<file path="src/hw/wb_config_pkg.sv">
/*
 * Write-back pipeline sizing
 * Widths and depths shared by the queue, the execution units and the controller
 */
package wb_config_pkg;

    // Data path width of every operand, immediate and result
    localparam int XLEN = 32;

    // Architectural register count, register 0 is hardwired to zero
    localparam int NUM_REGS = 16;

    // Units that can write back: the ALU and the multiplier
    localparam int NUM_WB_UNITS = 2;

    // Number of issued instructions the inflight queue can track
    localparam int IQ_DEPTH = 4;

    // Cycles from a multiply issue to its commit
    localparam int MUL_LATENCY = 3;

    localparam int REG_ADDR_W = $clog2(NUM_REGS);

    // Two spare tag bits so a wrapped tag never aliases one still in flight
    localparam int TAG_W = $clog2(IQ_DEPTH) + 2;

    localparam int UNIT_ID_W = $clog2(NUM_WB_UNITS);

endpackage
</file>
<file path="src/hw/wb_types_pkg.sv">
/*
 * Write-back pipeline types
 * Opcodes, unit identifiers and the structs passed between the pipeline blocks
 */
package wb_types_pkg;

    // Decoded unit operation, everything except OP_MUL runs on the ALU
    typedef enum logic [2:0] {
        OP_ADD,
        OP_SUB,
        OP_XOR,
        OP_LI,
        OP_MUL
    } unit_op_t;

    // Writing units, the value doubles as the index into the result array
    typedef enum logic [wb_config_pkg::UNIT_ID_W-1:0] {
        UNIT_ALU,
        UNIT_MUL
    } unit_id_t;

    // Occupancy of one multiplier stage
    typedef enum logic {
        STAGE_EMPTY,
        STAGE_FULL
    } mul_stage_t;

    typedef struct packed {
        unit_op_t                            op;
        logic [wb_config_pkg::REG_ADDR_W-1:0] rs1;
        logic [wb_config_pkg::REG_ADDR_W-1:0] rs2;
        logic [wb_config_pkg::REG_ADDR_W-1:0] rd;
        logic [wb_config_pkg::XLEN-1:0]       imm;
    } issue_t;

    // rd_nonzero is kept so the controller needs no compare on the select path
    typedef struct packed {
        logic [wb_config_pkg::TAG_W-1:0]      tag;
        unit_id_t                             unit;
        logic [wb_config_pkg::REG_ADDR_W-1:0] rd;
        logic                                 rd_nonzero;
    } iq_entry_t;

    // done_next promises valid data on the following cycle
    typedef struct packed {
        logic                           done_first_cycle;
        logic                           done_next;
        logic [wb_config_pkg::XLEN-1:0] data;
    } unit_result_t;

    typedef struct packed {
        logic [wb_config_pkg::TAG_W-1:0]      tag;
        logic [wb_config_pkg::REG_ADDR_W-1:0] rd;
        logic [wb_config_pkg::XLEN-1:0]       data;
        logic                                 write;
    } commit_t;

endpackage

</file>
<file path="src/hw/wb_pipeline_top.sv">
/*
 * Write-back pipeline top level
 * Dispatches decoded issues to the ALU or multiplier and commits through write-back
 */
module wb_pipeline_top (
    input  logic                   clk,
    input  logic                   reset,
    input  logic                   inorder,
    input  logic                   suppress,
    input  logic                   issue_valid,
    input  wb_types_pkg::issue_t   issue,
    output logic                   issue_ready,
    output logic                   commit_valid,
    output wb_types_pkg::commit_t  commit
);

    wb_types_pkg::unit_id_t                         issue_unit;
    wb_types_pkg::iq_entry_t                        new_entry;
    wb_types_pkg::iq_entry_t                        iq_entries [wb_config_pkg::IQ_DEPTH];
    wb_types_pkg::unit_result_t                     unit_results [wb_config_pkg::NUM_WB_UNITS];
    logic [wb_config_pkg::IQ_DEPTH-1:0]             iq_valid;
    logic [wb_config_pkg::IQ_DEPTH-1:0]             pop;
    logic [wb_config_pkg::NUM_WB_UNITS-1:0]         accepted;
    logic [wb_config_pkg::TAG_W-1:0]                new_tag;
    logic [wb_config_pkg::XLEN-1:0]                 rdata1;
    logic [wb_config_pkg::XLEN-1:0]                 rdata2;
    logic                                           iq_full;
    logic                                           take_new;
    logic                                           new_issue;
    logic                                           alu_busy;
    logic                                           mul_stall;

    assign issue_unit = (issue.op == wb_types_pkg::OP_MUL) ? wb_types_pkg::UNIT_MUL
                                                          : wb_types_pkg::UNIT_ALU;

    // Ready only looks at registered state, which keeps issue free of loops
    assign issue_ready = ~iq_full & ((issue_unit == wb_types_pkg::UNIT_ALU) ? ~alu_busy
                                                                            : ~mul_stall);
    assign new_issue = issue_valid & issue_ready;

    assign new_entry.tag = new_tag;
    assign new_entry.unit = issue_unit;
    assign new_entry.rd = issue.rd;
    assign new_entry.rd_nonzero = (issue.rd != '0);

    inflight_queue u_iq (
        .clk(clk), .reset(reset),
        .push(new_issue), .push_entry(new_entry), .take_new(take_new), .pop(pop),
        .valid(iq_valid), .entries(iq_entries), .new_tag(new_tag), .full(iq_full)
    );

    alu_unit u_alu (
        .clk(clk), .reset(reset),
        .start(new_issue & (issue_unit == wb_types_pkg::UNIT_ALU)),
        .op(issue.op), .a(rdata1), .b(rdata2), .imm(issue.imm),
        .accepted(accepted[wb_types_pkg::UNIT_ALU]),
        .result(unit_results[wb_types_pkg::UNIT_ALU]), .busy(alu_busy)
    );

    mul_unit u_mul (
        .clk(clk), .reset(reset),
        .start(new_issue & (issue_unit == wb_types_pkg::UNIT_MUL)),
        .a(rdata1), .b(rdata2),
        .accepted(accepted[wb_types_pkg::UNIT_MUL]),
        .result(unit_results[wb_types_pkg::UNIT_MUL]), .stall(mul_stall)
    );

    write_back u_wb (
        .clk(clk), .reset(reset), .inorder(inorder), .suppress(suppress),
        .iq_valid(iq_valid), .iq_entries(iq_entries),
        .new_issue(new_issue), .new_entry(new_entry), .unit_results(unit_results),
        .pop(pop), .take_new(take_new), .accepted(accepted),
        .commit_valid(commit_valid), .commit(commit)
    );

    // commit.write already folds in suppress and the register 0 check
    register_file u_rf (
        .clk(clk), .reset(reset),
        .rs1(issue.rs1), .rs2(issue.rs2), .rdata1(rdata1), .rdata2(rdata2),
        .write_valid(commit_valid & commit.write),
        .write_addr(commit.rd), .write_data(commit.data)
    );

endmodule

</file>
<file path="src/hw/register_file.sv">
/*
 * Register file
 * Two combinational read ports and one write port, register 0 reads zero
 */
module register_file (
    input  logic                                 clk,
    input  logic                                 reset,
    input  logic [wb_config_pkg::REG_ADDR_W-1:0] rs1,
    input  logic [wb_config_pkg::REG_ADDR_W-1:0] rs2,
    output logic [wb_config_pkg::XLEN-1:0]       rdata1,
    output logic [wb_config_pkg::XLEN-1:0]       rdata2,
    input  logic                                 write_valid,
    input  logic [wb_config_pkg::REG_ADDR_W-1:0] write_addr,
    input  logic [wb_config_pkg::XLEN-1:0]       write_data
);

    logic [wb_config_pkg::XLEN-1:0] regs [wb_config_pkg::NUM_REGS];

    always_ff @(posedge clk) begin
        if (reset) begin
            for (int i = 0; i < wb_config_pkg::NUM_REGS; i++) begin
                regs[i] <= '0;
            end
        end else if (write_valid && write_addr != '0) begin
            regs[write_addr] <= write_data;
        end
    end

    // No bypass, a dependent issue waits until its producer has committed
    assign rdata1 = (rs1 == '0) ? '0 : regs[rs1];
    assign rdata2 = (rs2 == '0) ? '0 : regs[rs2];

endmodule

</file>
<file path="src/hw/write_back.sv">
/*
 * Write-back controller
 * Picks the completing instruction each cycle, grants its unit and
 * registers the register-file write and the completion with its tag
 */
module write_back (
    input  logic                                clk,
    input  logic                                reset,
    input  logic                                inorder,
    input  logic                                suppress,
    input  logic [wb_config_pkg::IQ_DEPTH-1:0]  iq_valid,
    input  wb_types_pkg::iq_entry_t             iq_entries [wb_config_pkg::IQ_DEPTH],
    input  logic                                new_issue,
    input  wb_types_pkg::iq_entry_t             new_entry,
    input  wb_types_pkg::unit_result_t          unit_results [wb_config_pkg::NUM_WB_UNITS],
    output logic [wb_config_pkg::IQ_DEPTH-1:0]  pop,
    output logic                                take_new,
    output logic [wb_config_pkg::NUM_WB_UNITS-1:0] accepted,
    output logic                                commit_valid,
    output wb_types_pkg::commit_t               commit
);

    logic [wb_config_pkg::IQ_DEPTH-1:0]         done_array;
    logic [$clog2(wb_config_pkg::IQ_DEPTH)-1:0] idx_oldest_done;
    logic [$clog2(wb_config_pkg::IQ_DEPTH)-1:0] iq_index;
    logic                                       entry_found;
    logic                                       queue_done;
    logic                                       new_done;
    logic                                       selected;
    wb_types_pkg::iq_entry_t                    sel_entry;
    logic [wb_config_pkg::NUM_WB_UNITS-1:0]     new_accepted;

    wb_types_pkg::unit_id_t                     unit_r;
    logic [wb_config_pkg::TAG_W-1:0]            tag_r;
    logic [wb_config_pkg::REG_ADDR_W-1:0]       rd_r;
    logic                                       write_r;

    // Queue slot 0 is the oldest, so scanning downward leaves the oldest done entry
    always_comb begin
        idx_oldest_done = '0;
        for (int i = wb_config_pkg::IQ_DEPTH - 1; i >= 0; i--) begin
            done_array[i] = iq_valid[i] & unit_results[iq_entries[i].unit].done_next;
            if (done_array[i]) begin
                idx_oldest_done = i[$clog2(wb_config_pkg::IQ_DEPTH)-1:0];
            end
        end

        // In-order mode blocks on the oldest entry even when younger ones are done
        entry_found = inorder ? iq_valid[0] : |done_array;
        iq_index = inorder ? '0 : idx_oldest_done;
        queue_done = inorder ? done_array[0] : |done_array;

        pop = '0;
        pop[iq_index] = queue_done;
    end

    // A fresh issue completes directly only when the queue offers nothing
    always_comb begin
        new_done = new_issue & unit_results[new_entry.unit].done_first_cycle;
        take_new = ~entry_found & new_done;
        selected = queue_done | take_new;
        sel_entry = entry_found ? iq_entries[iq_index] : new_entry;

        new_accepted = '0;
        new_accepted[sel_entry.unit] = selected;
    end

    // Suppress drops the completion but the unit is still granted and the entry popped
    always_ff @(posedge clk) begin
        if (reset) begin
            accepted <= '0;
            commit_valid <= 1'b0;
            write_r <= 1'b0;
        end else begin
            accepted <= new_accepted;
            commit_valid <= selected & ~suppress;
            write_r <= selected & sel_entry.rd_nonzero & ~suppress;
        end
    end

    always_ff @(posedge clk) begin
        unit_r <= sel_entry.unit;
        tag_r <= sel_entry.tag;
        rd_r <= sel_entry.rd;
    end

    // The granted unit presents its data on the cycle after selection
    assign commit.tag = tag_r;
    assign commit.rd = rd_r;
    assign commit.data = unit_results[unit_r].data;
    assign commit.write = write_r;

endmodule

</file>
<file path="src/hw/mul_unit.sv">
/*
 * Pipelined multiplier
 * Three stages keeping the low word of the product, stalls while unaccepted
 */
module mul_unit (
    input  logic                              clk,
    input  logic                              reset,
    input  logic                              start,
    input  logic [wb_config_pkg::XLEN-1:0]    a,
    input  logic [wb_config_pkg::XLEN-1:0]    b,
    input  logic                              accepted,
    output wb_types_pkg::unit_result_t        result,
    output logic                              stall
);

    localparam int LAST = wb_config_pkg::MUL_LATENCY - 1;

    wb_types_pkg::mul_stage_t       stage [wb_config_pkg::MUL_LATENCY];
    logic [wb_config_pkg::XLEN-1:0] op_a;
    logic [wb_config_pkg::XLEN-1:0] op_b;
    logic [wb_config_pkg::XLEN-1:0] product [1:LAST];
    logic                           advance;

    // The whole pipe moves together once the last stage is free or leaving
    assign advance = (stage[LAST] == wb_types_pkg::STAGE_EMPTY) | accepted;
    assign stall = ~advance;

    always_ff @(posedge clk) begin
        if (reset) begin
            for (int i = 0; i < wb_config_pkg::MUL_LATENCY; i++) begin
                stage[i] <= wb_types_pkg::STAGE_EMPTY;
            end
        end else if (advance) begin
            stage[0] <= start ? wb_types_pkg::STAGE_FULL : wb_types_pkg::STAGE_EMPTY;
            for (int i = 1; i < wb_config_pkg::MUL_LATENCY; i++) begin
                stage[i] <= stage[i-1];
            end
        end
    end

    // Stage 0 registers the operands, stage 1 multiplies, the last stage holds
    always_ff @(posedge clk) begin
        if (advance) begin
            op_a <= a;
            op_b <= b;
            product[1] <= op_a * op_b;
            for (int i = 2; i <= LAST; i++) begin
                product[i] <= product[i-1];
            end
        end
    end

    // Data is valid next cycle if the last stage stays full, or refills from behind
    assign result.done_next = advance ? (stage[LAST-1] == wb_types_pkg::STAGE_FULL)
                                      : (stage[LAST] == wb_types_pkg::STAGE_FULL);
    assign result.done_first_cycle = 1'b0;
    assign result.data = product[LAST];

endmodule

</file>
<file path="src/hw/alu_unit.sv">
/*
 * Single-cycle ALU
 * Add, subtract, xor and load-immediate with a one-entry result hold register
 */
module alu_unit (
    input  logic                              clk,
    input  logic                              reset,
    input  logic                              start,
    input  wb_types_pkg::unit_op_t            op,
    input  logic [wb_config_pkg::XLEN-1:0]    a,
    input  logic [wb_config_pkg::XLEN-1:0]    b,
    input  logic [wb_config_pkg::XLEN-1:0]    imm,
    input  logic                              accepted,
    output wb_types_pkg::unit_result_t        result,
    output logic                              busy
);

    logic [wb_config_pkg::XLEN-1:0] value;
    logic [wb_config_pkg::XLEN-1:0] hold_data;
    logic                           hold_valid;

    always_comb begin
        case (op)
            wb_types_pkg::OP_ADD: value = a + b;
            wb_types_pkg::OP_SUB: value = a - b;
            wb_types_pkg::OP_XOR: value = a ^ b;
            wb_types_pkg::OP_LI:  value = imm;
            default:              value = '0;
        endcase
    end

    // The write-back stage reads data one cycle after it selects, so results
    // are always served from the hold register
    always_ff @(posedge clk) begin
        if (reset) begin
            hold_valid <= 1'b0;
        end else if (start) begin
            hold_valid <= 1'b1;
        end else if (accepted) begin
            hold_valid <= 1'b0;
        end
    end

    always_ff @(posedge clk) begin
        if (start) begin
            hold_data <= value;
        end
    end

    // An accept this cycle frees the hold register for a new issue
    assign busy = hold_valid & ~accepted;

    assign result.done_first_cycle = start;
    assign result.done_next = hold_valid & ~accepted;
    assign result.data = hold_data;

endmodule

</file>
<file path="src/hw/inflight_queue.sv">
/*
 * Inflight queue
 * Tracks issued instructions oldest-first and hands out a wrapping tag per issue
 */
module inflight_queue (
    input  logic                                clk,
    input  logic                                reset,
    input  logic                                push,
    input  wb_types_pkg::iq_entry_t             push_entry,
    input  logic                                take_new,
    input  logic [wb_config_pkg::IQ_DEPTH-1:0]  pop,
    output logic [wb_config_pkg::IQ_DEPTH-1:0]  valid,
    output wb_types_pkg::iq_entry_t             entries [wb_config_pkg::IQ_DEPTH],
    output logic [wb_config_pkg::TAG_W-1:0]     new_tag,
    output logic                                full
);

    logic [wb_config_pkg::IQ_DEPTH-1:0] next_valid;
    wb_types_pkg::iq_entry_t            next_entries [wb_config_pkg::IQ_DEPTH];
    int                                 fill;

    // Slot 0 is always the oldest entry and valid bits stay contiguous from 0
    always_comb begin
        fill = 0;
        next_valid = '0;
        next_entries = entries;
        // Survivors slide down over any popped slot, keeping their age order
        for (int i = 0; i < wb_config_pkg::IQ_DEPTH; i++) begin
            if (valid[i] && !pop[i]) begin
                next_entries[fill] = entries[i];
                next_valid[fill] = 1'b1;
                fill++;
            end
        end
        // An issue completing directly is never stored
        if (push && !take_new && fill < wb_config_pkg::IQ_DEPTH) begin
            next_entries[fill] = push_entry;
            next_valid[fill] = 1'b1;
        end
    end

    always_ff @(posedge clk) begin
        if (reset) begin
            valid <= '0;
            new_tag <= '0;
        end else begin
            valid <= next_valid;
            // Each issue uses a tag, stored or not
            if (push) begin
                new_tag <= new_tag + 1'b1;
            end
        end
    end

    always_ff @(posedge clk) begin
        entries <= next_entries;
    end

    // Compaction means the top slot is only occupied when every slot is
    assign full = valid[wb_config_pkg::IQ_DEPTH-1];

endmodule

</file>
<file path="config.mk">
export PLATFORM = sky130hd
export DESIGN_NAME = wb_pipeline_top
export DESIGN_NICKNAME = d
export VERILOG_FILES = /design/src/hw/wb_config_pkg.sv /design/src/hw/wb_types_pkg.sv /design/src/hw/wb_pipeline_top.sv /design/src/hw/register_file.sv /design/src/hw/write_back.sv /design/src/hw/mul_unit.sv /design/src/hw/alu_unit.sv /design/src/hw/inflight_queue.sv
export SDC_FILE = /design/constraint.sdc
export NUM_CORES = 2
export LEC_CHECK = 0
export ABC_AREA = 1
export BUFFER_PORTS_ARGS = -buffer_cell sky130_fd_sc_hd__buf_2
export CORE_MARGIN = 2
export CORE_UTILIZATION = 36
export DETAILED_ROUTE_END_ITERATION = 10
export PLACE_DENSITY_LB_ADDON = 0.25
export SLEW_MARGIN = 15
export SYNTH_ARGS = -nofsm -noshare
export SYNTH_HDL_FRONTEND = slang
export SYNTH_SLANG_ARGS = --single-unit
</file>
<file path="constraint.sdc">
create_clock -name clk -period 6.79 [get_ports clk]
set_clock_uncertainty 0.15 [all_clocks]
set_input_delay 0.679 -clock clk [delete_from_list [all_inputs] [get_ports clk]]
set_output_delay 0.679 -clock clk [all_outputs]
set_load 0.01 [all_outputs]
</file>
# --- Word level (Yosys, flattened, before mapping) ---
# Memory sizes are Yosys's and may differ from the RTL's.
# Index checks and enable logic that the tools add are counted.
classes:
  addsub: 6
  mul: 1
  order_cmp: 28
  n_eq_ne: 4
  n_mux: 90
  bitwise: 45
  n_reduce_logical: 30
op_table:
  columns: ["cell", "n"]
  rows:
  - ["$mux W33", 12]
  - ["$mux W32", 9]
  - ["$bwmux W40", 4]
  - ["$mux W40", 4]
  - ["$ge A32 B3 Y1 const B", 4]
  - ["$lt A32 B1 Y1 const B", 4]
  - ["$lt A32 B4 Y1 const B", 4]
  - ["$pmux W32 S4", 1]
  - ["$mux W34", 3]
  - ["$ge A32 B1 Y1 const B", 3]
  - ["$not A32 Y32", 3]
  - ["$demux W10 S2", 4]
  - ["$mux W10", 7]
  - ["$add A32 B2 Y32 const B", 2]
  - ["$add A32 B32 Y32", 1]
  - ["$mul A32 B32 Y32", 1]
  - ["$not A1 Y32", 1]
  - ["$reduce_or A32 Y1", 1]
  - ["$sub A32 B32 Y32", 1]
  - ["$xor A32 B32 Y32", 1]
  - ["$mux W1", 29]
  - ["$bmux W10 S2", 1]
  - ["$mux W4", 5]
  - ["$logic_and A1 B1 Y1", 17]
  - ["30 further kinds", 82]
word_totals:
  register_bits: 158
  mem_bits_rw: 579
  inputBits: 52
  memories: 3
mem_list:
  columns: ["memory", "depth", "word_bits", "rd", "rd_clocked_by_memory_dff", "write_ports", "line_no", "text"]
  rows:
  - ["u_rf.regs", 16, 32, 2, 0, 16, "register_file.sv:17", "logic [wb_config_pkg::XLEN-1:0] regs [wb_config_pkg::NUM_REGS];"]
  - ["u_mul.product", 2, 32, 2, 0, 2, "mul_unit.sv:21", "logic [wb_config_pkg::XLEN-1:0] product [1:LAST];"]
  - ["u_mul.stage", 3, 1, 3, 0, 3, "mul_unit.sv:18", "wb_types_pkg::mul_stage_t stage [wb_config_pkg::MUL_LATENCY];"]

# --- Depth between registers and ports, before layout ---
# An unclocked memory read counts as a cell.
depth:
  ltp_word: 34
  mapped_depth: 34

# --- Modules after synthesis ---
# Synthesis repeated with hierarchy kept, for this count alone.
hier_totals:
  hier_cells: 8089
  hier_area_um2: 60660.7
modules_own_cells:
  columns: ["module", "instances", "cells_each", "area_per_inst_um2", "seq_area_each_um2"]
  rows:
  - ["register_file", 1, 4064, 29938.7, 15374.7]
  - ["mul_unit", 1, 2453, 20828.7, 3933.8]
  - ["alu_unit", 1, 855, 5193.7, 980.9]
  - ["inflight_queue", 1, 487, 3121.7, 960.9]
  - ["write_back", 1, 213, 1496.4, 260.2]
  - ["wb_pipeline_top", 1, 17, 81.3, 0.0]

# --- Worst setup path after synthesis ---
# No wires, ideal clock.
synth_path:
  path_type: "reg-to-reg"
  startpoint: "register u_mul.op_b[3] in the netlist's numbering"
  endpoint: "memory u_mul.product[1][30] in the netlist's numbering, data pin"
  setup_ps: 271
  arrival_ps: 6323
  required_ps: 6369
  setup_slack_ps: 46
  path_stages_with_launch: 26
  path_buffers: 2
  period_less_slack_ps: 6744
  cell_sequence: "edfxtp_1 -> clkbuf_1 -> buf_1 -> nand2_1 -> inv_1 -> fa_1 -> inv_1 -> fa_1 -> fa_1 -> fa_1 -> inv_1 -> fa_1 -> inv_1 -> fa_1 -> inv_1 -> fa_1 -> fa_1 -> ha_1 -> nand2_1 -> nor4_1 -> nand3_1 -> nand3_1 -> nand3_1 -> nand2_1 -> a221oi_1 -> xor2_1"
synth_lines:
  columns: ["item", "line_no", "text"]
  rows:
  - ["start: declaration", "mul_unit.sv:20", "logic [wb_config_pkg::XLEN-1:0] op_b;"]
  - ["start signal: assignment", "mul_unit.sv:45", "op_b <= b;"]
  - ["end: declaration", "mul_unit.sv:21", null]

==> metrics.log <==
[metrics] unrepaired setup endpoints after global routing: yes
[metrics] maximum buffer depth of the clock tree: 3
[metrics] number of core rows: 145
[metrics] number of pins with negative max-slew slack in the final report: 0
[metrics] ys async rst share: 0%
[metrics] number of hold violations in the final report: 0
[metrics] Die Span Y: 401 µm
[metrics] startpoint kind of the worst setup timing path: flop
[metrics] Hold WC Path Type: primary input to flop
[metrics] CTS sink cnt: approximately 740
[metrics] total global routing overflow: 0
[metrics] DRC errors left: 0
[metrics] post-synthesis cell type with the largest combined area: edfxtp_1
[metrics] number of buffers added by the clock tree synthesis step: 87
[metrics] area enclosed by the die boundary: roughly 160000 µm²
[metrics] post-detailed-routing wire length: between 150 and 200 mm
[metrics] floorplan die width: ~400 µm
[metrics] required time of the critical path: 7.10 ns
[metrics] Total Neg Setup Slack: 0 ns
[metrics] Total Routing Usage GR: 23.7%
[metrics] final design utilization: between 40% and 50%
[metrics] First DRT Iteration DRCs: between 4k and 5k
[metrics] outcome: finished clean
[metrics] Least-Margin Pin Slew: between 1 and 1.5 ns
[metrics] multi-input combinational cell area: 29400 µm²
[metrics] Critical Path Fanout Max: 6
[metrics] pin count of the biggest net entering global routing: 101
[metrics] Synth-to-Final Area Change: 13.1%
[metrics] routability cong.: 0.891
[metrics] endpoint class of the critical path: flop
[metrics] most used standard cell by instance count after synthesis: nand2_1
[metrics] register bit count reported by yosys: around 740
[metrics] proportion of synthesized chip area in sequential cells: between 30 and 40%
[metrics] count of port buffers added during placement: 94
[metrics] minimum clock period after layout: 6.76 ns
[metrics] clock slew seen by the registers of the worst setup and hold paths: approximately 0.06 ns
[metrics] normalized max-slew margin: 23.3%
[metrics] via count of the first global-routing pass: approximately 47k
[metrics] ratio of routed vias to standard cells: 5.23
[metrics] synthesized netlist cell count: 7060
[metrics] TritonCTS clock tree: built
[metrics] proportion of netlist area held by the largest area contributor: 35.7%
[metrics] fillers: 15.7k
[metrics] CP Class: flop to flop
[metrics] unique cell type count in the Yosys netlist: 62
[metrics] clock latency on the worst-skew pair: 0.72 ns
[metrics] root buffer selected by CTS: clkbuf_16
[metrics] number of warnings printed during yosys synthesis: 0
[metrics] worst hold slack: 0.117 ns
[metrics] final net count: 7750
[metrics] final cell area excluding filler cells: 64200 µm²
[metrics] number of optimization iterations in the first detailed-route pass: 8
[metrics] most numerous cell types in the synthesized netlist: 1552 x nand2_1, 1260 x inv_1, 769 x nor2_1
[metrics] initial antenna violation count: 5
[metrics] arrival time reported for the critical path endpoint: 7.06 ns
[metrics] area of placed instances: 60700 µm²
[metrics] EDFF count, synth: 675
[metrics] ANT cells: 0
[metrics] proportion of layout cells with a drive suffix above 1: 9.34%
[metrics] wire length of the first global-routing pass: 291 mm
[metrics] initial standard-cell utilization of the core: 36.3%
[metrics] placed wire-length estimate: 132 mm
[metrics] most used flip-flop cell after synthesis: edfxtp_1
[metrics] synth top area cells: edfxtp_1 36%, fa_1 14%, nand2_1 10%
[metrics] Max-cap violations: 0
[metrics] number of routed nets with antenna violations: 0
[metrics] FMAX: between 100 and 150 MHz
[metrics] flip-flop and latch area: 21500 µm²
[metrics] Mapped Area: 56700 µm²
[metrics] number of H-tree levels: 3
[metrics] Core ar.: 156000 µm²
[metrics] Period Utilization, post-route: 99.5%
[metrics] average cell area after synthesis: 8.03 µm²
[metrics] Vias: 48.3k
[metrics] I/O pin total: 95
[metrics] setup violation total in the final timing report: 0
[metrics] WL/cell: 20.8 µm
-- per-stage QoR --
stage	setup WS (ns)	cells
floorplan	0.0459	7091
global placement	-0.118	9078
detailed placement	-0.122	9078
CTS	-0.0355	9241
global route	-0.217	9243
finish	0.0325	9243
-- cell type report --
| cell class | count | area share, % |
|---|---|---|
| multi-input cells | 4654 | 45.8 |
| flip-flops and latches | 737 | 33.5 |
| inverters | 1272 | 7.46 |
| repair buffers | 370 | 4.78 |
| well taps | 2058 | 4.01 |
| clock buffers | 107 | 3.64 |
| clock inverters | 45 | 0.774 |
-- registers in the layout, summed over array words and instances, names as in the netlist, 2 cells and up --
name,cells
u_mul.stage,3
u_mul.op_a,32
u_iq.valid,4
u_iq.new_tag,4
u_wb.tag_r,4
u_alu.hold_data,32
u_wb.rd_r,4
u_rf.regs,512
u_wb.accepted,2
u_mul.product,64
u_iq.entries,40
u_mul.op_b,32
-- timing repair --
action | CTS | global route
endpoints found under the hold margin | 2 | 0
pin swaps | 23 | 59
gates resized for setup | 37 | 77
endpoints found under the setup margin | 7 | 12
buffers inserted | 10 | 3
hold buffers | 1 | 0
-- path summary, 6_finish.rpt --
kind                                                      from                             end  slack (ns)  cells after the start
worst max-delay path                   u_mul.op_b[2]$_DFFE_PN_  u_mul.product[1][31]$_DFFE_PN_        0.03                     25
worst min-delay path                                 issue[33]            u_wb.rd_r[1]$_DFF_P_        0.12                      3
worst max register to register         u_mul.op_b[2]$_DFFE_PN_  u_mul.product[1][31]$_DFFE_PN_        0.03                     25
worst min register to register  u_mul.product[1][15]$_DFFE_PN_  u_mul.product[2][15]$_DFFE_PN_        0.27                      0
-- layout by cell type, fill, tap and decap left out, types with 15 or more instances in the layout --
| cell | instances |
|---|---|
| nand2_1 | 1519 |
| inv_1 | 1244 |
| nor2_1 | 764 |
| edfxtp_1 | 675 |
| o21ai_0 | 521 |
| fa_1 | 400 |
| nand3_1 | 379 |
| a21oi_1 | 373 |
| buf_4 | 235 |
| ha_1 | 146 |
| clkbuf_16 | 89 |
| buf_2 | 89 |
| o211ai_1 | 86 |
| xor2_1 | 68 |
| dfxtp_1 | 61 |
| o21ai_1 | 42 |
| xnor2_1 | 42 |
| buf_12 | 38 |
| nand2_2 | 33 |
| conb_1 | 32 |
| a31oi_1 | 31 |
| inv_2 | 22 |
| nor3_1 | 21 |
| ha_4 | 20 |
| clkinv_1 | 17 |
| clkinv_2 | 16 |
| nand4_1 | 16 |
| nor2_2 | 15 |
-- critical path: stages (launching register included) --
cell,delay (ns)
edfxtp_1,0.41
buf_12,0.16
buf_8,0.13
nand2_1,0.06
inv_1,0.06
fa_1,0.53
inv_1,0.05
fa_1,0.49
fa_1,0.45
fa_1,0.54
inv_1,0.05
fa_1,0.52
fa_1,0.46
fa_1,0.53
fa_1,0.46
ha_4,0.31
buf_4,0.12
nand2_4,0.05
nor4_4,0.28
nand4_1,0.13
nand3_2,0.13
nand2_1,0.06
o211ai_1,0.12
a21oi_1,0.13
nand2_1,0.08
nand2_1,0.04
-- kinds of logic (layout without fill, tap and decap cells) --
kind of cell / after synthesis / in the layout / share of synthesized area, %
AND/OR/NAND/NOR: 2807 / 2807 / 20.0
buffers and inverters: 1700 / 1794 / 11.5
AO/OA/AOI/OAI: 1128 / 1128 / 10.7
flip-flops: 737 / 737 / 37.9
adder cells (fa/ha/maj): 576 / 576 / 18.1
XOR/XNOR: 111 / 111 / 1.71
other: 1 / 32 / 0.00661
-- per-layer routing --
layer	GRT usage, %	vias up	part of all wire [%]
met1	33.3	23600	43
met5	0	-	0
met4	7.28	0	2.8
li1	-	22300	-
met3	3.21	363	8.4
met2	37.7	2080	45
Power is left out: the tool's default activity adds up to more than one toggle a clock period on the data nets, which glitch-free logic cannot reach.
